## config.mk

```make
export PLATFORM = sky130hd
export DESIGN_NAME = proc_dpath
export DESIGN_NICKNAME = d
export VERILOG_FILES = /design/src/hdl/proc_pkg.sv /design/src/hdl/proc_alu.sv /design/src/hdl/proc_regfile.sv /design/src/hdl/proc_dpath.sv
export SDC_FILE = /design/constraint.sdc
export NUM_CORES = 2
export LEC_CHECK = 0
export BUFFER_PORTS_ARGS = -buffer_cell sky130_fd_sc_hd__buf_2
export CAP_MARGIN = 15
export CORE_MARGIN = 2
export CORE_UTILIZATION = 53
export CTS_BUF_LIST = sky130_fd_sc_hd__clkbuf_4
export CTS_CLUSTER_DIAMETER = 120
export DETAILED_ROUTE_END_ITERATION = 8
export PLACE_DENSITY = 0.7
export SYNTH_ARGS = -nofsm -noshare
export SYNTH_HDL_FRONTEND = slang
export SYNTH_HIERARCHICAL = 1
export SYNTH_SLANG_ARGS = --single-unit
```

## constraint.sdc

```tcl
create_clock -name clk -period 6.3 [get_ports clk]
set_input_delay 1.26 -clock clk [delete_from_list [all_inputs] [get_ports clk]]
set_output_delay 1.26 -clock clk [all_outputs]
set_load 0.03 [all_outputs]
```

## src/hdl/proc_pkg.sv

```systemverilog
// ------------------------------
// one core, word accesses only; manager csrs are 0xfc0 (in) and 0x7c0 (out)
// ------------------------------
`default_nettype none

package proc_pkg;

  // rv32 opcodes used by the decoder
  localparam logic [6:0] opc_op     = 7'b0110011;
  localparam logic [6:0] opc_imm    = 7'b0010011;
  localparam logic [6:0] opc_load   = 7'b0000011;
  localparam logic [6:0] opc_store  = 7'b0100011;
  localparam logic [6:0] opc_branch = 7'b1100011;
  localparam logic [6:0] opc_jal    = 7'b1101111;
  localparam logic [6:0] opc_system = 7'b1110011;

  localparam logic [11:0] csr_mngr2proc = 12'hfc0;
  localparam logic [11:0] csr_proc2mngr = 12'h7c0;

  localparam logic [31:0] reset_vector = 32'h0000_0000;
  // addi x0, x0, 0
  localparam logic [31:0] nop_inst     = 32'h0000_0013;

  typedef enum logic [3:0] {
    op_add, op_sub, op_and, op_or, op_slt, op_addi, op_lw,
    op_sw, op_bne, op_jal, op_csrr, op_csrw, op_nop
  } inst_op_e;

  typedef enum logic [2:0] {
    alu_add, alu_sub, alu_and, alu_or, alu_slt, alu_cp_op1
  } alu_fn_e;

  typedef enum logic [1:0] {imm_i, imm_s, imm_b, imm_j} imm_type_e;

  typedef enum logic [1:0] {pc_plus4, pc_br_target_x, pc_jal_target_d} pc_sel_e;

  typedef enum logic [1:0] {wb_ex_result, wb_dmem, wb_mngr} wb_sel_e;

  // ------------------------------
  // ctrl to dpath, one field group per stage
  // ------------------------------
  typedef struct packed {
    logic       reg_en_f;
    logic       reg_en_d;
    logic       reg_en_x;
    logic       reg_en_m;
    logic       reg_en_w;
    pc_sel_e    pc_sel;
    logic       op1_is_mngr;
    logic       op1_is_link;
    logic       op2_is_imm;
    imm_type_e  imm_type;
    alu_fn_e    alu_fn;
    wb_sel_e    wb_sel;
    logic       dmem_wen;
    logic       rf_wen_w;
    logic [4:0] rf_waddr_w;
  } ctrl_sigs_t;

  typedef struct packed {
    logic [31:0] inst_d;
    logic        br_cond_ne_x;
  } dpath_status_t;

  // program load port, addr is a word index
  typedef struct packed {
    logic        en;
    logic [31:0] addr;
    logic [31:0] data;
  } mem_load_t;

endpackage

`default_nettype wire

```

## src/hdl/proc_alu.sv

```systemverilog
// ------------------------------
// purely combinational, slt is signed
// ------------------------------
`timescale 1ns/1ps
`default_nettype none

module proc_alu (
  input  logic [31:0]       in0,
  input  logic [31:0]       in1,
  input  proc_pkg::alu_fn_e fn,
  output logic [31:0]       result,
  output logic              ops_ne
);

  logic lt_signed;

  assign lt_signed = $signed(in0) < $signed(in1);

  always_comb begin
    case (fn)
      proc_pkg::alu_add:    result = in0 + in1;
      proc_pkg::alu_sub:    result = in0 - in1;
      proc_pkg::alu_and:    result = in0 & in1;
      proc_pkg::alu_or:     result = in0 | in1;
      proc_pkg::alu_slt:    result = {31'd0, lt_signed};
      proc_pkg::alu_cp_op1: result = in0;
      default:              result = 32'd0;
    endcase
  end

  // branch condition for bne
  assign ops_ne = in0 != in1;

endmodule

`default_nettype wire

```

## src/hdl/proc_regfile.sv

```systemverilog
// ------------------------------
// 2r1w, x0 reads zero, write data is forwarded to a same-cycle read
// ------------------------------
`timescale 1ns/1ps
`default_nettype none

module proc_regfile (
  input  logic        clk,
  input  logic        rst_n,
  input  logic [4:0]  rd_addr0,
  output logic [31:0] rd_data0,
  input  logic [4:0]  rd_addr1,
  output logic [31:0] rd_data1,
  input  logic        wr_en,
  input  logic [4:0]  wr_addr,
  input  logic [31:0] wr_data
);

  logic [31:0] regs [1:31];

  always_ff @(posedge clk) begin
    if (!rst_n) begin
      for (int i = 1; i < 32; i++) begin
        regs[i] <= 32'd0;
      end
    end else if (wr_en && (wr_addr != 5'd0)) begin
      regs[wr_addr] <= wr_data;
    end
  end

  // write before read, so W never stalls D
  always_comb begin
    if (rd_addr0 == 5'd0) rd_data0 = 32'd0;
    else if (wr_en && (wr_addr == rd_addr0)) rd_data0 = wr_data;
    else rd_data0 = regs[rd_addr0];

    if (rd_addr1 == 5'd0) rd_data1 = 32'd0;
    else if (wr_en && (wr_addr == rd_addr1)) rd_data1 = wr_data;
    else rd_data1 = regs[rd_addr1];
  end

endmodule

`default_nettype wire

```

## src/hdl/proc_dpath.sv

```systemverilog
// ------------------------------
// five-stage datapath, no bypass paths; all hazards handled by ctrl
// ------------------------------
`timescale 1ns/1ps
`default_nettype none

module proc_dpath (
  input  logic                    clk,
  input  logic                    rst_n,
  input  proc_pkg::ctrl_sigs_t    ctrl,
  output proc_pkg::dpath_status_t status,
  output logic [31:0]             imem_addr,
  input  logic [31:0]             imem_rdata,
  output logic [31:0]             dmem_addr,
  output logic [31:0]             dmem_wdata,
  input  logic [31:0]             dmem_rdata,
  input  logic [31:0]             mngr2proc_data,
  output logic [31:0]             proc2mngr_data
);

  // ------------------------------
  // F stage
  // ------------------------------
  logic [31:0] pc_f;
  logic [31:0] pc_plus4_f;
  logic [31:0] pc_target_f;
  logic [31:0] pc_next_f;
  logic [31:0] jal_target_d;
  logic [31:0] br_target_x;
  logic        fetch_live;
  logic        squash_f;

  assign pc_plus4_f = pc_f + 32'd4;

  always_comb begin
    case (ctrl.pc_sel)
      proc_pkg::pc_br_target_x:  pc_target_f = br_target_x;
      proc_pkg::pc_jal_target_d: pc_target_f = jal_target_d;
      default:                   pc_target_f = pc_plus4_f;
    endcase
  end

  // a held F re-reads its own pc so imem_rdata stays matched to pc_f
  assign pc_next_f = ctrl.reg_en_f ? pc_target_f : pc_f;
  assign imem_addr = pc_next_f;

  always_ff @(posedge clk) begin
    if (!rst_n) begin
      pc_f       <= proc_pkg::reset_vector - 32'd4;
      fetch_live <= 1'b0;
    end else begin
      pc_f       <= pc_next_f;
      fetch_live <= fetch_live | ctrl.reg_en_f;
    end
  end

  // any redirect kills the word in F; first slot after reset is empty
  assign squash_f = (ctrl.pc_sel != proc_pkg::pc_plus4) || !fetch_live;

  // ------------------------------
  // D stage
  // ------------------------------
  logic [31:0] inst_d;
  logic [31:0] pc_d;
  logic [31:0] imm_d;
  logic [31:0] rf_rdata0_d;
  logic [31:0] rf_rdata1_d;
  logic [31:0] op1_d;
  logic [31:0] op2_d;
  logic [31:0] rf_wdata_w;

  always_ff @(posedge clk) begin
    if (!rst_n) begin
      inst_d <= proc_pkg::nop_inst;
    end else if (ctrl.reg_en_d) begin
      inst_d <= squash_f ? proc_pkg::nop_inst : imem_rdata;
    end
  end

  always_ff @(posedge clk) begin
    if (ctrl.reg_en_d) begin
      pc_d <= pc_f;
    end
  end

  always_comb begin
    case (ctrl.imm_type)
      proc_pkg::imm_s: imm_d = {{20{inst_d[31]}}, inst_d[31:25], inst_d[11:7]};
      proc_pkg::imm_b: imm_d = {{19{inst_d[31]}}, inst_d[31], inst_d[7],
                                inst_d[30:25], inst_d[11:8], 1'b0};
      proc_pkg::imm_j: imm_d = {{11{inst_d[31]}}, inst_d[31], inst_d[19:12],
                                inst_d[20], inst_d[30:21], 1'b0};
      default:         imm_d = {{20{inst_d[31]}}, inst_d[31:20]};
    endcase
  end

  proc_regfile u_rf (
    .clk      (clk),
    .rst_n    (rst_n),
    .rd_addr0 (inst_d[19:15]),
    .rd_data0 (rf_rdata0_d),
    .rd_addr1 (inst_d[24:20]),
    .rd_data1 (rf_rdata1_d),
    .wr_en    (ctrl.rf_wen_w),
    .wr_addr  (ctrl.rf_waddr_w),
    .wr_data  (rf_wdata_w)
  );

  // csrr takes the stream word, jal carries its link value
  always_comb begin
    if (ctrl.op1_is_mngr) op1_d = mngr2proc_data;
    else if (ctrl.op1_is_link) op1_d = pc_d + 32'd4;
    else op1_d = rf_rdata0_d;
  end

  assign op2_d        = ctrl.op2_is_imm ? imm_d : rf_rdata1_d;
  assign jal_target_d = pc_d + imm_d;

  // ------------------------------
  // X stage
  // ------------------------------
  logic [31:0] op1_x;
  logic [31:0] op2_x;
  logic [31:0] st_data_x;
  logic [31:0] alu_result_x;
  logic        br_ne_x;
  logic [31:0] ex_result_m;

  always_ff @(posedge clk) begin
    if (ctrl.reg_en_x) begin
      op1_x       <= op1_d;
      op2_x       <= op2_d;
      st_data_x   <= rf_rdata1_d;
      br_target_x <= jal_target_d;
    end
  end

  proc_alu u_alu (
    .in0    (op1_x),
    .in1    (op2_x),
    .fn     (ctrl.alu_fn),
    .result (alu_result_x),
    .ops_ne (br_ne_x)
  );

  assign status = '{inst_d: inst_d, br_cond_ne_x: br_ne_x};

  // while M is held, keep reading the address of the load sitting in M
  assign dmem_addr  = ctrl.reg_en_m ? alu_result_x : ex_result_m;
  assign dmem_wdata = st_data_x;

  // ------------------------------
  // M and W stages
  // ------------------------------
  logic [31:0] wb_result_m;
  logic [31:0] wb_result_w;

  always_ff @(posedge clk) begin
    if (ctrl.reg_en_m) begin
      ex_result_m <= alu_result_x;
    end
  end

  assign wb_result_m = (ctrl.wb_sel == proc_pkg::wb_dmem) ? dmem_rdata : ex_result_m;

  always_ff @(posedge clk) begin
    if (ctrl.reg_en_w) begin
      wb_result_w <= wb_result_m;
    end
  end

  assign rf_wdata_w     = wb_result_w;
  assign proc2mngr_data = wb_result_w;

endmodule

`default_nettype wire

```

* Yosys cells after proc, flatten, opt, wreduce, memory -nomap -nowiden
Memory sizes are Yosys's and may differ from the RTL's. A register that Yosys moved wholly into a read port is not among the register bits. Cells that the tools add are included. W data, S select, Z words.
Storage, ports and cells: bits in registers 289, output and inout port bits 161, memories kept 1, RAM bits 992
Memories:
- u_rf.regs | words 31, width 32, rd ports 2, clocked after memory_dff 2, write ports 31, line proc_regfile.sv:19 | logic [31:0] regs [1:31];
Cells by class: add/sub/neg operators 5, magnitude comparators 1, reduce and logical (&&, ||, !) cells 11, eq/ne operators 14, bitwise gates (word level) 3, mux-type cells 25
Operators by type and width (number):
- $mux W32 | 12
- $pmux W32 S6 | 1
- $add A32 B3 Y32 const B | 2
- $add A32 B32 Y32 | 2
- $pmux W32 S2 | 1
- $pmux W20 S3 | 1
- $and A32 B32 Y32 | 1
- $lt A32 B32 Y1 | 1
- $ne A32 B32 Y1 | 1
- $or A32 B32 Y32 | 1
- $reduce_or A32 Y1 | 1
- $sub A32 B32 Y32 | 1
- $mux W5 | 5
- $eq A5 B5 Y1 | 2
- $logic_not A5 Y1 | 2
- $eq A2 B1 Y1 const B | 3
- $eq A2 B2 Y1 const B | 3
- $eq A3 B2 Y1 const B | 2
- $eq A3 B3 Y1 const B | 2
- $mux W1 | 5
- $reduce_bool A5 Y1 | 1
- $eq A3 B1 Y1 const B | 1
- $logic_and A1 B1 Y1 | 3
- $logic_not A3 Y1 | 1
- other kinds (4) | 4

* Longest topological paths before layout
depth in word-level cells 7, gate-level depth with buffers 14

* Modules after synthesis
The synthesis kept the hierarchy.
Modules (own cells, without submodules):
- proc_regfile | seq. area each 30749.5 µm², cells an instance 3816, area an instance 55353.1 µm², instances 1
- proc_dpath | seq. area each 7707.4 µm², cells an instance 1327, area an instance 14433.8 µm², instances 1
- proc_alu | seq. area each 0.0 µm², cells an instance 798, area an instance 5505.3 µm², instances 1

* Worst setup path after synthesis
OpenSTA, ideal clock, no wires.
path type input-to-output, start point input ctrl[12] in the netlist's numbering, end point output imem_addr[12], slack 0.777 ns, cell stages on the path 13, required time 5.040 ns, path buffers 1, data arrival time 4.263 ns, cell sequence buf_1 -> mux2i_1 -> nor2_1 -> ha_1 -> inv_1 -> fa_1 -> and2b_1 -> o31ai_4 -> a21oi_1 -> a311oi_1 -> xnor2_1 -> a221oi_1 -> a211oi_1
On the way: longest elaborated chain between the ends 5, elaborated cells between the ends (all ways) 7, classes of those cells add/sub (1); eq/ne (3); mux (3)
RTL lines:
- start: declaration | line proc_dpath.sv:10 | input proc_pkg::ctrl_sigs_t ctrl,
- $eq A2 B2 Y1 or $eq A2 B1 Y1 (tied branches) | line proc_dpath.sv:87 | case (ctrl.imm_type)
- $pmux W20 S3 * | line proc_dpath.sv:87
- $add A32 B32 Y32 * | line proc_dpath.sv:117 | assign jal_target_d = pc_d + imm_d;
- via jal_target_d[12] | line proc_dpath.sv:28 | logic [31:0] jal_target_d;
- $pmux W32 S2 * | line proc_dpath.sv:36 | case (ctrl.pc_sel)
- $mux W32 * | line proc_dpath.sv:44 | assign pc_next_f = ctrl.reg_en_f ? pc_target_f : pc_f;
- end: declaration | line proc_dpath.sv:12 | output logic [31:0] imem_addr,
Mark *: on every way through the listed nets, which the timed path passes. The rest lies on a longest branch.

* Worst setup path in the final report
start point register op1_x[0], end point output dmem_addr[22]
On the way: longest elaborated chain between the ends 3, elaborated cells between the ends (all ways) 4, classes of those cells add/sub (2); mux (2)
RTL lines:
- start: declaration | line proc_dpath.sv:122 | logic [31:0] op1_x;
- start signal: assignment | line proc_dpath.sv:131 | op1_x <= op1_d;
- $sub A32 B32 Y32 or $add A32 B32 Y32 (tied branches) | line proc_alu.sv:22, proc_alu.sv:21
- $pmux W32 S6 * | line proc_alu.sv:20 | case (fn)
- via alu_result_x[22] | line proc_dpath.sv:125 | logic [31:0] alu_result_x;
- $mux W32 *
- end: declaration | line proc_dpath.sv:14 | output logic [31:0] dmem_addr,
Marked as above.

==> reports/metrics.yaml <==
grt_pass1_wl_um: 400000
syn_area_per_cell_um2: 12.67
io_buffer_count: 281
drcViolationCount: 0
syn_inst: 5941
ys_warn_count: 6
hold_class: "in -> reg"
synth_compound_area_share_pct: 10.62
clock_path_buffers: 4
max_freq_ghz: 0.1611
grt_pass1_vias: 55542
relSlewSlack_pct: 5.826
synth_seq_area_share_pct: 51.08
die_h_um: 380.9
drt-initial-drc-count: 9679
synthesis.area_mm2: 0.07529
track_usage_pct: 38.72
antenna_found_initial: 29
cts_root_buffer: "clkbuf_4"
skew_ns: 0.1179
synth_cell_type_count: 127
holdBufCountCts: 0
dieWidth_um: 380.9
yosys.area_share.simple_pct: 13.40
finalCriticalPeriod_ns: 6.209
synthTopCellsByCount: "edfxtp_1, and2_1, clkbuf_1"
pin_count: 283
clkTransAtPathRegs_ns: 0.07
stdcell_area_mm2: 0.08362
cts_tree: "yes"
nets: 6559
layout-drive-gt1-share_pct: 26.10
fin_tns_setup_ns: 0
ir_drop_uv: 169.3
p_leak_nw: 30.26
start_util_pct: 53.31
crit_fanout: 4
worst_pin_slew_ns: 1.413
nFillCells: 11416
grt_start_max_net_pins: 100
yosys-mux-area-fraction_pct: 17.47
maxCapViolCount: 0
hold_viol_final: 0
synthAdderAreaFrac_pct: 2.356
post-dp-hpwl_um: 186200
coreArea_mm2: 0.1412
areaGrowthSynthToFinish_pct: 11.06
overflow: 0
ys_ff_latch: 1313
cts_sinks: 1313
dominantRegCellSynth: "edfxtp_1"
layout_setup_ws_ns: 0.09116
setup_viol: 0
row_count: 138
synth_edf_count: 1216
insertion_delay_ns: 1.40
synth_top_area_share_pct: 48.50
placed_cell_area_mm2: 0.07882
power_density_mw_per_mm2: 251.3
critPathKind: "reg -> out"
numCtsBuffers: 367
die_area_mm2: 0.1451
routabilityCongestion: 0.9277
routed_wl_um: 287300
critPathLaunchType: "flip-flop"
status: "finished clean"
synth_xor_area_share_pct: 0.8259
firstDrtPassIters: 9
synth_top_family_by_area: "multiplexers"
worst_setup_path_end_kind: "output port"
wire_per_inst_um: 33.98
yosysMostFrequentCell: "edfxtp_1"
ff_latch_area_mm2: 0.03849
synth.top_cells.by_area: "edfxtp_1, mux4_2, and2_1, mux2i_1, dfxtp_1"
ant_nets: 0
multiInputGateArea_mm2: 0.03458
arrival_ns: 4.95
crit_required_ns: 5.04
vias: 58220
via_per_inst: 6.887
htreeDepth: 5
drv_slew: 0
dp_slack_ns: 0.1617
synth_area_leader_cell: "edfxtp_1"
period_share_pct: 98.55
synthArstFlopShare_pct: 0
==> worst max-delay path, stage by stage (launching register included) <==
cell and delay [ns]:
edfxtp_1 0.39, buf_4 0.15, ha_2 0.21, fa_2 0.35, a21o_2 0.21, nand2_1 0.12, o21ai_2 0.12, o311ai_4 0.37
o211ai_1 0.35, buf_4 0.27, a31oi_4 0.17, nor2_1 0.07, a211oi_2 0.23, o221ai_2 0.16, mux2_2 0.29, buf_2 0.18
==> state kept, by name, indices dropped and copies added (netlist names) <==
register / flops
u_rf/regs: 1024
br_target_x: 32
dmem_wdata: 32
ex_result_m: 32
inst_d: 32
op1_x: 32
op2_x: 32
pc_d: 32
pc_f: 32
proc2mngr_data: 32
fetch_live: 1
==> report_power, final <==
group	internal (W)	switching, W
registers	0.00998	0.000345
logic	0.000960	0.00204
clock network	0.00396	0.00373
==> logic make-up (layout without fill, tap and decap cells) <==
| group | after synthesis | after routing |
|---|---|---|
| adders and majority gates | 140 | 140 |
| buffers and inverters | 669 | 1236 |
| DFF | 1313 | 1313 |
| muxes | 825 | 825 |
| and+or+nand+nor | 1790 | 1790 |
| xor gates and xnor gates | 71 | 71 |
| AOI/OAI and AO/OA | 1132 | 1132 |
| other | 1 | 57 |
==> cell usage in the layout (no fill, tap or decap), types with 26 or more instances in the layout <==
cell type and count:
a21oi_1 210, a221o_1 36, o22ai_1 47, conb_1 32, a32o_1 32, clkbuf_4 540
mux4_2 335, nor3_1 31, nand3_1 67, edfxtp_1 1216, o21ai_0 219, nand2_1 262
mux2i_1 350, clkinv_1 60, o211ai_1 33, nor2b_1 43, a211oi_1 63, buf_4 201
o221ai_1 52, a22oi_1 111, ha_1 131, buf_2 276, a221oi_1 37, nor2_1 164
nor2_4 30, and2_1 1011, xnor2_1 48, mux4_1 35, mux2_2 101, nand4_1 26
inv_1 126, dfxtp_1 87, o21ai_4 31
==> worst paths after layout <==
path / startpoint / end / slack [ns] / cells after the start
setup / recovery: op1_x[0] / dmem_addr[22] / 0.09 / 15
hold / removal: imem_rdata[9] / inst_d[9] / 0.16 / 3
setup reg to reg: inst_d[21] / op2_x[30] / 1.72 / 8
hold reg to reg: pc_f[0] / pc_d[0] / 0.45 / 0
==> what timing repair did <==
action / in CTS / in global routing
pin swaps: 20 / 9
setup endpoints to repair: 13 / 23
gates resized for setup: 29 / 14
buffers inserted: 9 / 8
==> per-layer routing <==
layer,GRT usage (%),vias up,wire length [µm]
li1,-,23470,-
met1,49.97,28607,100800
met2,56.66,5007,123700
met3,12.63,1112,42610
met4,23.80,24,19880
met5,0.7606,-,297
==> cell type report <==
type                    instances  area share (%)
clock buffers                 540           4.848
flip-flops and latches       1313           46.03
multi-input cells            3990           41.35
repair buffers                497           3.908
diodes                         25         0.07481
well taps                    1890           2.828
inverters                     128          0.5746
clock inverters                71          0.3875
==> per-stage QoR <==
stage	instances	total power, W	hold slack, ns	util, %
after global routing	8436	0.02165	0.1439	59.17
after CTS	8419	0.02095	0.09534	59.04
after global placement	7797	0.01330	0.4206	55.78
final	8454	0.02102	0.1591	59.21
after detailed placement	7799	0.01334	0.4362	55.81
after floorplan	5972	0.01217	0.4064	-
No activity file was read; power rests on OpenSTA's default activity.
