$ cat config.mk
export PLATFORM = sky130hd
export DESIGN_NAME = proc_ctrl
export DESIGN_NICKNAME = d
export VERILOG_FILES = /design/src/hdl/proc_pkg.sv /design/src/hdl/proc_ctrl.sv
export SDC_FILE = /design/constraint.sdc
export NUM_CORES = 1
export LEC_CHECK = 0
export BUFFER_PORTS_ARGS = -buffer_cell sky130_fd_sc_hd__clkbuf_2
export CORE_UTILIZATION = 53
export CTS_CLUSTER_SIZE = 16
export DETAILED_ROUTE_END_ITERATION = 7
export GPL_TIMING_DRIVEN = 0
export PLACE_DENSITY = 0.8
export SKIP_LAST_GASP = 1
export SLEW_MARGIN = 20
export SYNTH_ARGS = -nofsm -noshare
export SYNTH_HDL_FRONTEND = slang
export SYNTH_SLANG_ARGS = --single-unit
$ cat constraint.sdc
create_clock -name clk -period 3 [get_ports clk]
set_input_delay 0.45 -clock clk [delete_from_list [all_inputs] [get_ports clk]]
set_output_delay 0.45 -clock clk [all_outputs]
set_load 0.02 [all_outputs]
$ cat src/hdl/proc_pkg.sv
// ------------------------------
// one core, word accesses only; manager csrs are 0xfc0 (in) and 0x7c0 (out)
// ------------------------------
`default_nettype none

package proc_pkg;

  // rv32 opcodes used by the decoder
  localparam logic [6:0] opc_op     = 7'b0110011;
  localparam logic [6:0] opc_imm    = 7'b0010011;
  localparam logic [6:0] opc_load   = 7'b0000011;
  localparam logic [6:0] opc_store  = 7'b0100011;
  localparam logic [6:0] opc_branch = 7'b1100011;
  localparam logic [6:0] opc_jal    = 7'b1101111;
  localparam logic [6:0] opc_system = 7'b1110011;

  localparam logic [11:0] csr_mngr2proc = 12'hfc0;
  localparam logic [11:0] csr_proc2mngr = 12'h7c0;

  localparam logic [31:0] reset_vector = 32'h0000_0000;
  // addi x0, x0, 0
  localparam logic [31:0] nop_inst     = 32'h0000_0013;

  typedef enum logic [3:0] {
    op_add, op_sub, op_and, op_or, op_slt, op_addi, op_lw,
    op_sw, op_bne, op_jal, op_csrr, op_csrw, op_nop
  } inst_op_e;

  typedef enum logic [2:0] {
    alu_add, alu_sub, alu_and, alu_or, alu_slt, alu_cp_op1
  } alu_fn_e;

  typedef enum logic [1:0] {imm_i, imm_s, imm_b, imm_j} imm_type_e;

  typedef enum logic [1:0] {pc_plus4, pc_br_target_x, pc_jal_target_d} pc_sel_e;

  typedef enum logic [1:0] {wb_ex_result, wb_dmem, wb_mngr} wb_sel_e;

  // ------------------------------
  // ctrl to dpath, one field group per stage
  // ------------------------------
  typedef struct packed {
    logic       reg_en_f;
    logic       reg_en_d;
    logic       reg_en_x;
    logic       reg_en_m;
    logic       reg_en_w;
    pc_sel_e    pc_sel;
    logic       op1_is_mngr;
    logic       op1_is_link;
    logic       op2_is_imm;
    imm_type_e  imm_type;
    alu_fn_e    alu_fn;
    wb_sel_e    wb_sel;
    logic       dmem_wen;
    logic       rf_wen_w;
    logic [4:0] rf_waddr_w;
  } ctrl_sigs_t;

  typedef struct packed {
    logic [31:0] inst_d;
    logic        br_cond_ne_x;
  } dpath_status_t;

  // program load port, addr is a word index
  typedef struct packed {
    logic        en;
    logic [31:0] addr;
    logic [31:0] data;
  } mem_load_t;

endpackage

`default_nettype wire

$ cat src/hdl/proc_ctrl.sv
// ------------------------------
// stall-only hazard handling; bne resolves in X, jal in D
// proc2mngr back-pressure freezes every stage
// ------------------------------
`timescale 1ns/1ps
`default_nettype none

module proc_ctrl (
  input  logic                    clk,
  input  logic                    rst_n,
  input  proc_pkg::dpath_status_t status,
  output proc_pkg::ctrl_sigs_t    ctrl,
  input  logic                    mngr2proc_valid,
  output logic                    mngr2proc_ready,
  output logic                    proc2mngr_valid,
  input  logic                    proc2mngr_ready
);

  // control fields that travel with each instruction
  typedef struct packed {
    logic               val;
    proc_pkg::inst_op_e op;
    proc_pkg::alu_fn_e  alu_fn;
    proc_pkg::wb_sel_e  wb_sel;
    logic               rf_wen;
    logic [4:0]         rd;
  } stage_t;

  localparam stage_t nop_stage = '{
    val: 1'b0, op: proc_pkg::op_nop, alu_fn: proc_pkg::alu_add,
    wb_sel: proc_pkg::wb_ex_result, rf_wen: 1'b0, rd: 5'd0
  };

  function automatic logic raw_hit(input stage_t s, input logic [4:0] rs);
    return s.val && s.rf_wen && (s.rd == rs);
  endfunction

  // ------------------------------
  // decode
  // ------------------------------
  logic [31:0]         inst;
  logic [4:0]          rs1;
  logic [4:0]          rs2;
  logic [4:0]          rd;
  proc_pkg::inst_op_e  op_d;
  logic                rs1_en;
  logic                rs2_en;
  logic                writes_rd;
  logic                op1_is_mngr;
  logic                op1_is_link;
  logic                op2_is_imm;
  proc_pkg::imm_type_e imm_type;
  proc_pkg::alu_fn_e   alu_fn;
  proc_pkg::wb_sel_e   wb_sel;

  assign inst = status.inst_d;
  assign rs1  = inst[19:15];
  assign rs2  = inst[24:20];
  assign rd   = inst[11:7];

  always_comb begin
    op_d = proc_pkg::op_nop;
    case (inst[6:0])
      proc_pkg::opc_op: begin
        case ({inst[31:25], inst[14:12]})
          10'b0000000_000: op_d = proc_pkg::op_add;
          10'b0100000_000: op_d = proc_pkg::op_sub;
          10'b0000000_111: op_d = proc_pkg::op_and;
          10'b0000000_110: op_d = proc_pkg::op_or;
          10'b0000000_010: op_d = proc_pkg::op_slt;
          default:         op_d = proc_pkg::op_nop;
        endcase
      end
      proc_pkg::opc_imm:    if (inst[14:12] == 3'b000) op_d = proc_pkg::op_addi;
      proc_pkg::opc_load:   if (inst[14:12] == 3'b010) op_d = proc_pkg::op_lw;
      proc_pkg::opc_store:  if (inst[14:12] == 3'b010) op_d = proc_pkg::op_sw;
      proc_pkg::opc_branch: if (inst[14:12] == 3'b001) op_d = proc_pkg::op_bne;
      proc_pkg::opc_jal:    op_d = proc_pkg::op_jal;
      proc_pkg::opc_system: begin
        if (inst[14:12] == 3'b010 && inst[31:20] == proc_pkg::csr_mngr2proc) begin
          op_d = proc_pkg::op_csrr;
        end else if (inst[14:12] == 3'b001 && inst[31:20] == proc_pkg::csr_proc2mngr) begin
          op_d = proc_pkg::op_csrw;
        end
      end
      default: op_d = proc_pkg::op_nop;
    endcase
  end

  always_comb begin
    rs1_en      = 1'b0;
    rs2_en      = 1'b0;
    writes_rd   = 1'b0;
    op1_is_mngr = 1'b0;
    op1_is_link = 1'b0;
    op2_is_imm  = 1'b0;
    imm_type    = proc_pkg::imm_i;
    alu_fn      = proc_pkg::alu_add;
    wb_sel      = proc_pkg::wb_ex_result;
    case (op_d)
      proc_pkg::op_add, proc_pkg::op_sub, proc_pkg::op_and,
      proc_pkg::op_or, proc_pkg::op_slt: begin
        rs1_en    = 1'b1;
        rs2_en    = 1'b1;
        writes_rd = 1'b1;
        case (op_d)
          proc_pkg::op_sub: alu_fn = proc_pkg::alu_sub;
          proc_pkg::op_and: alu_fn = proc_pkg::alu_and;
          proc_pkg::op_or:  alu_fn = proc_pkg::alu_or;
          proc_pkg::op_slt: alu_fn = proc_pkg::alu_slt;
          default:          alu_fn = proc_pkg::alu_add;
        endcase
      end
      proc_pkg::op_addi, proc_pkg::op_lw: begin
        rs1_en     = 1'b1;
        writes_rd  = 1'b1;
        op2_is_imm = 1'b1;
        if (op_d == proc_pkg::op_lw) wb_sel = proc_pkg::wb_dmem;
      end
      proc_pkg::op_sw: begin
        rs1_en     = 1'b1;
        rs2_en     = 1'b1;
        op2_is_imm = 1'b1;
        imm_type   = proc_pkg::imm_s;
      end
      proc_pkg::op_bne: begin
        rs1_en   = 1'b1;
        rs2_en   = 1'b1;
        imm_type = proc_pkg::imm_b;
        alu_fn   = proc_pkg::alu_sub;
      end
      proc_pkg::op_jal: begin
        writes_rd   = 1'b1;
        op1_is_link = 1'b1;
        imm_type    = proc_pkg::imm_j;
        alu_fn      = proc_pkg::alu_cp_op1;
      end
      proc_pkg::op_csrr: begin
        writes_rd   = 1'b1;
        op1_is_mngr = 1'b1;
        alu_fn      = proc_pkg::alu_cp_op1;
        wb_sel      = proc_pkg::wb_mngr;
      end
      proc_pkg::op_csrw: begin
        rs1_en = 1'b1;
        alu_fn = proc_pkg::alu_cp_op1;
      end
      default: ;
    endcase
  end

  // ------------------------------
  // hazards and pipeline
  // ------------------------------
  stage_t ctl_d;
  stage_t ctl_x;
  stage_t ctl_m;
  stage_t ctl_w;
  logic   freeze;
  logic   stall_sb;
  logic   stall_mngr;
  logic   stall_d;
  logic   br_taken_x;
  logic   advance_fd;

  // x0 never counts as a destination
  assign ctl_d = '{val: op_d != proc_pkg::op_nop, op: op_d, alu_fn: alu_fn, wb_sel: wb_sel,
                   rf_wen: writes_rd && (rd != 5'd0), rd: rd};

  assign proc2mngr_valid = ctl_w.val && (ctl_w.op == proc_pkg::op_csrw);
  assign freeze          = proc2mngr_valid && !proc2mngr_ready;

  // producers in W are covered by the regfile write-through
  assign stall_sb   = (rs1_en && (raw_hit(ctl_x, rs1) || raw_hit(ctl_m, rs1)))
                    || (rs2_en && (raw_hit(ctl_x, rs2) || raw_hit(ctl_m, rs2)));
  assign stall_mngr = (op_d == proc_pkg::op_csrr) && !mngr2proc_valid;
  assign stall_d    = stall_sb || stall_mngr || freeze;

  assign br_taken_x = ctl_x.val && (ctl_x.op == proc_pkg::op_bne) && status.br_cond_ne_x;
  // a taken branch overrides a stall in D, the stalled word dies anyway
  assign advance_fd = !freeze && (!stall_d || br_taken_x);

  assign mngr2proc_ready = (op_d == proc_pkg::op_csrr) && !stall_sb && !freeze && !br_taken_x;

  always_ff @(posedge clk) begin
    if (!rst_n) begin
      ctl_x <= nop_stage;
      ctl_m <= nop_stage;
      ctl_w <= nop_stage;
    end else if (!freeze) begin
      ctl_x <= (stall_d || br_taken_x) ? nop_stage : ctl_d;
      ctl_m <= ctl_x;
      ctl_w <= ctl_m;
    end
  end

  always_comb begin
    ctrl.reg_en_f    = advance_fd;
    ctrl.reg_en_d    = advance_fd;
    ctrl.reg_en_x    = !freeze;
    ctrl.reg_en_m    = !freeze;
    ctrl.reg_en_w    = !freeze;
    if (br_taken_x) ctrl.pc_sel = proc_pkg::pc_br_target_x;
    else if (op_d == proc_pkg::op_jal) ctrl.pc_sel = proc_pkg::pc_jal_target_d;
    else ctrl.pc_sel = proc_pkg::pc_plus4;
    ctrl.op1_is_mngr = op1_is_mngr;
    ctrl.op1_is_link = op1_is_link;
    ctrl.op2_is_imm  = op2_is_imm;
    ctrl.imm_type    = imm_type;
    ctrl.alu_fn      = ctl_x.alu_fn;
    ctrl.wb_sel      = ctl_m.wb_sel;
    ctrl.dmem_wen    = ctl_x.val && (ctl_x.op == proc_pkg::op_sw) && !freeze;
    ctrl.rf_wen_w    = ctl_w.val && ctl_w.rf_wen;
    ctrl.rf_waddr_w  = ctl_w.rd;
  end

endmodule

`default_nettype wire

Word level (Yosys, flattened, before mapping)
Cells that the tools add are included.
W data, S select, Z words.
{ "classes": {"n_eq_ne": 34, "muxes": 22, "reduce_logical": 47} }
{ "ops": {"columns": ["op", "count"], "rows": [
  ["$pmux W4 S7", 1],
  ["$eq A4 B4 Y1 const B", 6],
  ["$logic_and A1 B1 Y1", 23],
  ["$eq A7 B7 Y1 const B", 3],
  ["$eq A10 B3 Y1 const B", 2],
  ["$eq A4 B3 Y1 const B", 5],
  ["$eq A5 B5 Y1", 4],
  ["$pmux W4 S5", 1],
  ["$mux W16", 1],
  ["$eq A7 B6 Y1 const B", 2],
  ["$eq A12 B11 Y1 const B", 1],
  ["$eq A12 B12 Y1 const B", 1],
  ["$mux W4", 3],
  ["$pmux W3 S4", 1],
  ["$eq A10 B2 Y1 const B", 1],
  ["$eq A10 B9 Y1 const B", 1],
  ["$logic_not A10 Y1", 1],
  ["$reduce_or A10 Y1", 1],
  ["$mux W3", 3],
  ["$pmux W3 S3", 1],
  ["$reduce_or A9 Y1", 1],
  ["$eq A4 B2 Y1 const B", 2],
  ["$eq A7 B2 Y1 const B", 1],
  ["$eq A7 B5 Y1 const B", 1],
  ["17 further kinds", 36]
]} }
{ "word_totals": {"regBits": 40, "inputBits": 37, "out_inout_bits": 26, "wordCells": 118} }

Depth between registers and ports, before layout
Gate-level depths: netlist of the first run.
{ "depth": {"ltp_word": 15, "depth_mapped": 12, "ltp_nobuf": 8} }

Worst setup path before layout of the first run
OpenSTA, ideal clock, no wires.
{ "synth_timing": {"path_kind": "input -> output", "start": "input port status[15] (netlist bit)", "end": "output port ctrl[22] (netlist bit)", "arrival_time_ps": 2384, "required_time_ps": 2550, "setup_slack_ps": 166, "stages": 11, "path_buffers": 3, "path_cell_list": "buf_2 > nor3b_1 > o2111ai_1 > a2111oi_1 > or2_2 > xnor2_1 > o2bb2ai_2 > a21oi_4 > buf_6 > a22o_1 > buf_4"} }
{ "synth_via": {"elab_chain_cells": 15, "elab_cells_between_ends": 42, "cone_classes": "eq/ne (16); mux (10); reduce/logical (16)"} }
{ "synth_rtl": {"columns": ["element", "line_no", "source"], "rows": [
  ["start: declaration", "proc_ctrl.sv:11", "input proc_pkg::dpath_status_t status,"],
  ["branches (longest 4 deep; another with $eq A10 B2 Y1)", null, null],
  ["$pmux W4 S7 (*)", "proc_ctrl.sv:63", "case (inst[6:0])"],
  ["$eq A4 B3 Y1, or another cell as far along", "proc_ctrl.sv:100", "case (op_d)"],
  ["$reduce_or A10 Y1 (no line) or $reduce_or A7 Y1 (tied branches)", null, null],
  ["$mux W1", "proc_ctrl.sv:100", null],
  ["$logic_and A1 B1 Y1, on equally long branches", "proc_ctrl.sv:174, proc_ctrl.sv:175", null],
  ["$logic_or A1 B1 Y1", "proc_ctrl.sv:175", "|| (rs2_en && (raw_hit(ctl_x, rs2) || raw_hit(ctl_m, rs2)));"],
  ["$logic_or A1 B1 Y1 (*) (2 in series)", "proc_ctrl.sv:177", "assign stall_d = stall_sb || stall_mngr || freeze;"],
  ["$logic_not A1 Y1 (*)", "proc_ctrl.sv:181", "assign advance_fd = !freeze && (!stall_d || br_taken_x);"],
  ["$logic_or A1 B1 Y1 (*)", "proc_ctrl.sv:181", null],
  ["$logic_and A1 B1 Y1 (*)", "proc_ctrl.sv:181", null],
  ["end: declaration", "proc_ctrl.sv:12", "output proc_pkg::ctrl_sigs_t ctrl,"]
]} }
Every way passes the cells marked *.

Worst setup path after layout of the first run
{ "layout_timing": {"start": "input port status[28] (netlist bit)", "end": "output port ctrl[22] (netlist bit)"} }
{ "layout_via": {"elab_chain_cells": 15, "elab_cells_between_ends": 37, "cone_classes": "eq/ne (16); mux (6); reduce/logical (15)"} }
{ "layout_rtl": {"columns": ["element", "line_no", "source"], "rows": [
  ["$eq A12 B11 Y1", "proc_ctrl.sv:82", "end else if (inst[14:12] == 3'b001 && inst[31:20] == proc_pkg::csr_proc2mngr) begin"],
  ["$logic_and A1 B1 Y1", "proc_ctrl.sv:82", null],
  ["$mux W3", "proc_ctrl.sv:82", null],
  ["$mux W3", "proc_ctrl.sv:80", "if (inst[14:12] == 3'b010 && inst[31:20] == proc_pkg::csr_mngr2proc) begin"],
  ["$pmux W4 S7 (*)", "proc_ctrl.sv:63", null],
  ["$eq A4 B3 Y1, or another cell as far along", "proc_ctrl.sv:100", null],
  ["$reduce_or A10 Y1 (no line) or $reduce_or A7 Y1 (tied branches)", null, null],
  ["$mux W1", "proc_ctrl.sv:100", null],
  ["$logic_and A1 B1 Y1, on equally long branches", "proc_ctrl.sv:174, proc_ctrl.sv:175", null],
  ["$logic_or A1 B1 Y1", "proc_ctrl.sv:175", null],
  ["$logic_or A1 B1 Y1 (*) (2 in series)", "proc_ctrl.sv:177", null],
  ["$logic_not A1 Y1 (*)", "proc_ctrl.sv:181", null],
  ["$logic_or A1 B1 Y1 (*)", "proc_ctrl.sv:181", null],
  ["$logic_and A1 B1 Y1 (*)", "proc_ctrl.sv:181", null]
]} }
Every way passes the cells marked *; elsewhere a longest branch is shown, timed or not.

==> results.cfg, run 1 <==
[outcome]
status = finished with violations
violations = setup timing

[yosys]
ys_ff_latch = 40
synth_edf_count = 0
synth_common_cells = 49 x nand2_1, 40 x dfxtp_1, 21 x xnor2_1
syn_inst = 286
synth_area_per_cell_um2 = 8.47
synthTopCellsByArea = dfxtp_1 33%, nand2_1 7.6%, xnor2_1 7.6%
ys_warn_count = 0
ys.flop_type = dfxtp_1
synth_area_mm2 = 0.00242
synth_area_leader_cell = dfxtp_1
synth_top_area_frac = 0.331
synth-async-reset-ratio = 0
ys_seq_area_frac = 0.331
yosysMostFrequentCell = nand2_1
syn_nets = 323
synth_cell_type_count = 61

[clocking]
h-tree-depth = 2
cts-root-buf = clkbuf_8
clock-sinks = 40
clockBufferDepth = 2
cts_inserted_buffers = 5
clk_pin_slew_ps = 80
cts_tree = built
clk_latency_ps = 290
cts_hold_buf = 0

[timing]
tns_ps = -36.2
fmax_mhz = 330
postLayoutSetupSlackWorst_ps = -27.5
finalHoldViolations = 0
post-route-min-period_ps = 3030
period_share = 1.01
slew_headroom = 0.539
finalSetupViolCount = 2
fin_worst_skew_ps = 6.18
timing.hold.ws_ps = 414
drv_slew = 0
tightest_slew_ps = 687
rsz0062_at_grt = yes

[placed_design]
detailed_place_hpwl_um = 4380
place_inst = 400
place_congestion = 0.891
pre_cts_ws_ps = -441
numPortBuffers = 62

[cells_and_area]
area_delta_synth_final_pct = 32.1
layout.nets = 407
drive_gt1_frac = 0.356
antenna_cells = 0
final_cell_count_no_fill = 423

[floorplan]
io_pins = 63
core_mm2 = 0.00438
rows = 24
dieWidth_um = 69.6
start_util = 0.553
die_area_mm2 = 0.00484
fp.dieH_um = 69.6

[global_routing]
grt-ovfl-total = 0
grt_max_degree = 13
grt_pass1_vias = 2196
antenna_found_initial = 0
grt_pass1_wl_um = 9950
grt_util_all_layers = 0.257

[drt]
dr.pass1.iters = 4
drt-initial-drc-count = 112
drtAntennaViolNets = 0
vias = 2396
avgRoutedWirePerCell_um = 14.8
viasPerCell = 5.66
totalWireLength_um = 6280
drcViolationCount = 0

[critical_path]
critPathArrivalTime_ps = 2580
reg2reg_setup_slack_ps = 720
critPathMaxFanout = 5
required_ps = 2550
crit_type = in2out
end_kind = output pin
crit_path_start_kind = input port

[worst_hold_path]
hold_class = in2reg

[power]
p_per_area_mw_per_mm2 = 354
peakVddDrop_mv = 0.328
p_sw_uw = 267
intPower_uw = 865
leakagePower_uw = 0.00130
clkPwrFrac = 0.382
seq_power_share = 0.487
finalPower_uw = 1130
p_sw_frac = 0.236
p_comb_frac = 0.131

[job]
maxCapViolCount = 0
[layout by cell type, fill, tap and decap left out, drive strengths merged, types with 4 or more instances in the layout]
cell and n:
a32o 10, xnor2 21, dfxtp 40, nand2 49, buf 45, nand3 8
o21ai 6, nor3 6, nor2b 4, nand4 8, clkbuf 71, nor2 14
o21a 4, a21boi 18, a21oi 4, and2 5, inv 5
[sequential cells by signal, summed over array words and instances, names as in the netlist]
register and flops:
ctl_m 11, ctl_w 6, ctl_x 13, ctrl 10
[cell families (layout without fill, tap and decap cells)]
logic type / Yosys count / count (layout) / share of synthesized area
AOI/OAI and AO/OA: 61 / 61 / 0.207
buffers and inverters: 38 / 123 / 0.0914
muxes: 1 / 1 / 0.00413
xor gates and xnor gates: 21 / 21 / 0.0759
and+or+nand+nor: 125 / 125 / 0.291
DFF: 40 / 40 / 0.331
[routing by layer]
metal  global-route usage  share of wire
met3               0.0422          0.044
met1                0.329           0.45
met4               0.0930          0.029
met2                0.436           0.48
met5                    0              0
[worst max-delay path, cell delays in order]
cell       delay, ps
clkbuf_2         110
nor4_4           290
buf_4            180
nand4b_1         150
a21boi_2         270
or2_1            130
buf_4            160
xnor2_4          140
o2bb2ai_4        140
a21oi_4           80
a22o_1           230
buf_4            140
buf_6            120
[power groups by stage]
stage	registers, µW	clock network, µW	logic [µW]
6_report	551	432	149
5_1_grt	552	461	160
4_1_cts	551	438	129
3_5_place_dp	563	0	123
3_3_place_gp	563	0	121
2_1_floorplan	560	0	72.1
[per-stage QoR]
step,utilization,cell area (µm²)
after floorplan,-,2420
after global placement,0.638,2800
after detailed placement,0.638,2800
after CTS,0.686,3010
after global routing,0.730,3200
final,0.730,3200
[final timing paths]
| check | start | endpoint | cells after the start |
|---|---|---|---|
| worst max-delay path | status[28] | ctrl[22] | 13 |
| worst min-delay path | status[10] | ctl_x[2] | 2 |
| worst max register to register | ctl_m[2] | ctl_x[0] | 9 |
| worst min register to register | ctl_m[14] | ctl_w[14] | 1 |
[timing repair]
action,CTS,global route
cloned,0,1
resized for setup,13,35
pin swaps,9,9
setup endpoints to repair,2,2
buffers inserted,5,11
[cell type report]
cell class / instances / area [µm²]
Multi-Input combinational cell: 208 / 1520
Fill cell: 323 / 1180
Sequential cell: 40 / 801
Timing Repair Buffer: 79 / 484
Buffer: 31 / 206
Clock buffer: 6 / 72.6
Tap cell: 52 / 65.1
Clock inverter: 2 / 35.0
Inverter: 5 / 18.8
No activity file was read; power rests on OpenSTA's default activity.
==> inputs of run 2 (changes only) <==
- SETUP_SLACK_MARGIN: not set -> 0.05
==> run 2 against run 1 <==
  * The flow still finishes with violations (setup timing)
  * Maximum frequency decreased by 0.19%
  * Core utilization unchanged
  * First-iteration DRC count unchanged
  * Worst hold slack got worse by 0.78 ps
  * Sequential cell count unchanged
  * Routed wire length about the same
  * Cell area unchanged
  * Setup slack got worse by 5.9 ps
  * Count of clock-buffer cells in the layout unchanged
  * Critical path depth unchanged
  * Sequential share of layout area unchanged
==> results.cfg, run 2 (synthesized netlist as in run 1, its figures left out) <==
[drt]
avgRoutedWirePerCell_um = 14.8
drcViolationCount = 0
viasPerCell = 5.63
drt-initial-drc-count = 112
totalWireLength_um = 6270
dr.pass1.iters = 4
vias = 2380
drtAntennaViolNets = 0

[placed_design]
pre_cts_ws_ps = -441
place_inst = 400
detailed_place_hpwl_um = 4380
numPortBuffers = 62
place_congestion = 0.891

[global_routing]
grt_util_all_layers = 0.257
grt_pass1_wl_um = 9950
grt_pass1_vias = 2198
grt_max_degree = 13
grt-ovfl-total = 0
antenna_found_initial = 0

[clocking]
clock-sinks = 40
cts-root-buf = clkbuf_8
clockBufferDepth = 2
clk_latency_ps = 290
cts_tree = built
cts_hold_buf = 0
cts_inserted_buffers = 5
clk_pin_slew_ps = 80
h-tree-depth = 2

[cells_and_area]
area_delta_synth_final_pct = 32.1
fin_util = 0.730
final_cell_count_no_fill = 423
mostFrequentLayoutCells = 54 x clkbuf_2, 48 x nand2_1, 40 x dfxtp_1
largest_reg_flops = 13
regMostFlops = ctl_x
final_common_cell = clkbuf_2
antenna_cells = 0
drive_gt1_frac = 0.356
fill_cells = 323
layout.nets = 407

[worst_hold_path]
hold_class = in2reg

[floorplan]
io_pins = 63
fp.dieH_um = 69.6
dieWidth_um = 69.6
rows = 24
core_mm2 = 0.00438
die_area_mm2 = 0.00484
start_util = 0.553

[timing]
post-route-min-period_ps = 3030
postLayoutSetupSlackWorst_ps = -33.4
tightest_slew_ps = 681
finalSetupViolCount = 2
finalHoldViolations = 0
fin_worst_skew_ps = 6.14
fmax_mhz = 330
slew_headroom = 0.543
period_share = 1.01
drv_slew = 0
rsz0062_at_grt = yes

[power]
p_per_area_mw_per_mm2 = 354
peakVddDrop_mv = 0.328
leakagePower_uw = 0.00130

[critical_path]
reg2reg_setup_slack_ps = 730
required_ps = 2550
end_kind = output pin
critPathArrivalTime_ps = 2580
critPathMaxFanout = 5
crit_path_start_kind = input port
crit_type = in2out

[job]
maxCapViolCount = 0

[outcome]
violations = setup timing
status = finished with violations
run 2: per-stage QoR:
| stage | TNS [ps] | hold WS (ps) | cell area [µm²] | power, µW |
|---|---|---|---|---|
| floorplan | 0 | 415 | 2420 | 632 |
| global placement | -871 | 433 | 2800 | 684 |
| detailed placement | -881 | 436 | 2800 | 686 |
| CTS | 0 | 410 | 3010 | 1120 |
| global route | -232 | 415 | 3200 | 1170 |
| finish | -47.9 | 414 | 3200 | 1130 |
run 2: metal layers:
layer  vias up  GRT usage  share of wire
li1       1176          -              -
met1      1109      0.329           0.45
met2        78      0.436           0.48
met3        17     0.0422          0.044
met4         0     0.0930          0.027
met5         -          0              0
run 2: critical path, cell delays in order:
cell       delay (ps)
clkbuf_2          110
nor4_4            290
buf_4             180
nand4b_1          160
a21boi_2          270
or2_1             130
buf_4             160
xnor2_4           140
o2bb2ai_4         140
a21oi_4            70
a22o_1            230
buf_4             140
buf_6             120
run 2: final cells by class:
cell class	instances	area (µm²)	area share
Sequential cell	40	801	0.250
Multi-Input combinational cell	208	1520	0.474
Clock buffer	6	72.6	0.0227
Timing Repair Buffer	79	484	0.151
Buffer	31	206	0.0645
Tap cell	52	65.1	0.0203
Inverter	5	18.8	0.00586
Clock inverter	2	35.0	0.0109
run 2: final timing paths:
path,from,cells after the start,end
min reg2reg,ctl_m[14],1,ctl_w[14]
min,status[10],2,ctl_x[2]
max,status[28],13,ctrl[22]
max reg2reg,ctl_m[2],9,ctl_x[0]
run 2: timing repair:
action | CTS | global route
pin swaps | 9 | 9
gates cloned | 0 | 1
gates resized for setup | 13 | 35
endpoints found under the setup margin | 2 | 2
setup buffers | 5 | 11
run 2: where the power goes:
part           total, µW  internal [µW]  switching [µW]
clock network        432            247             185
logic                149           78.1            70.6
registers            551            540            11.3
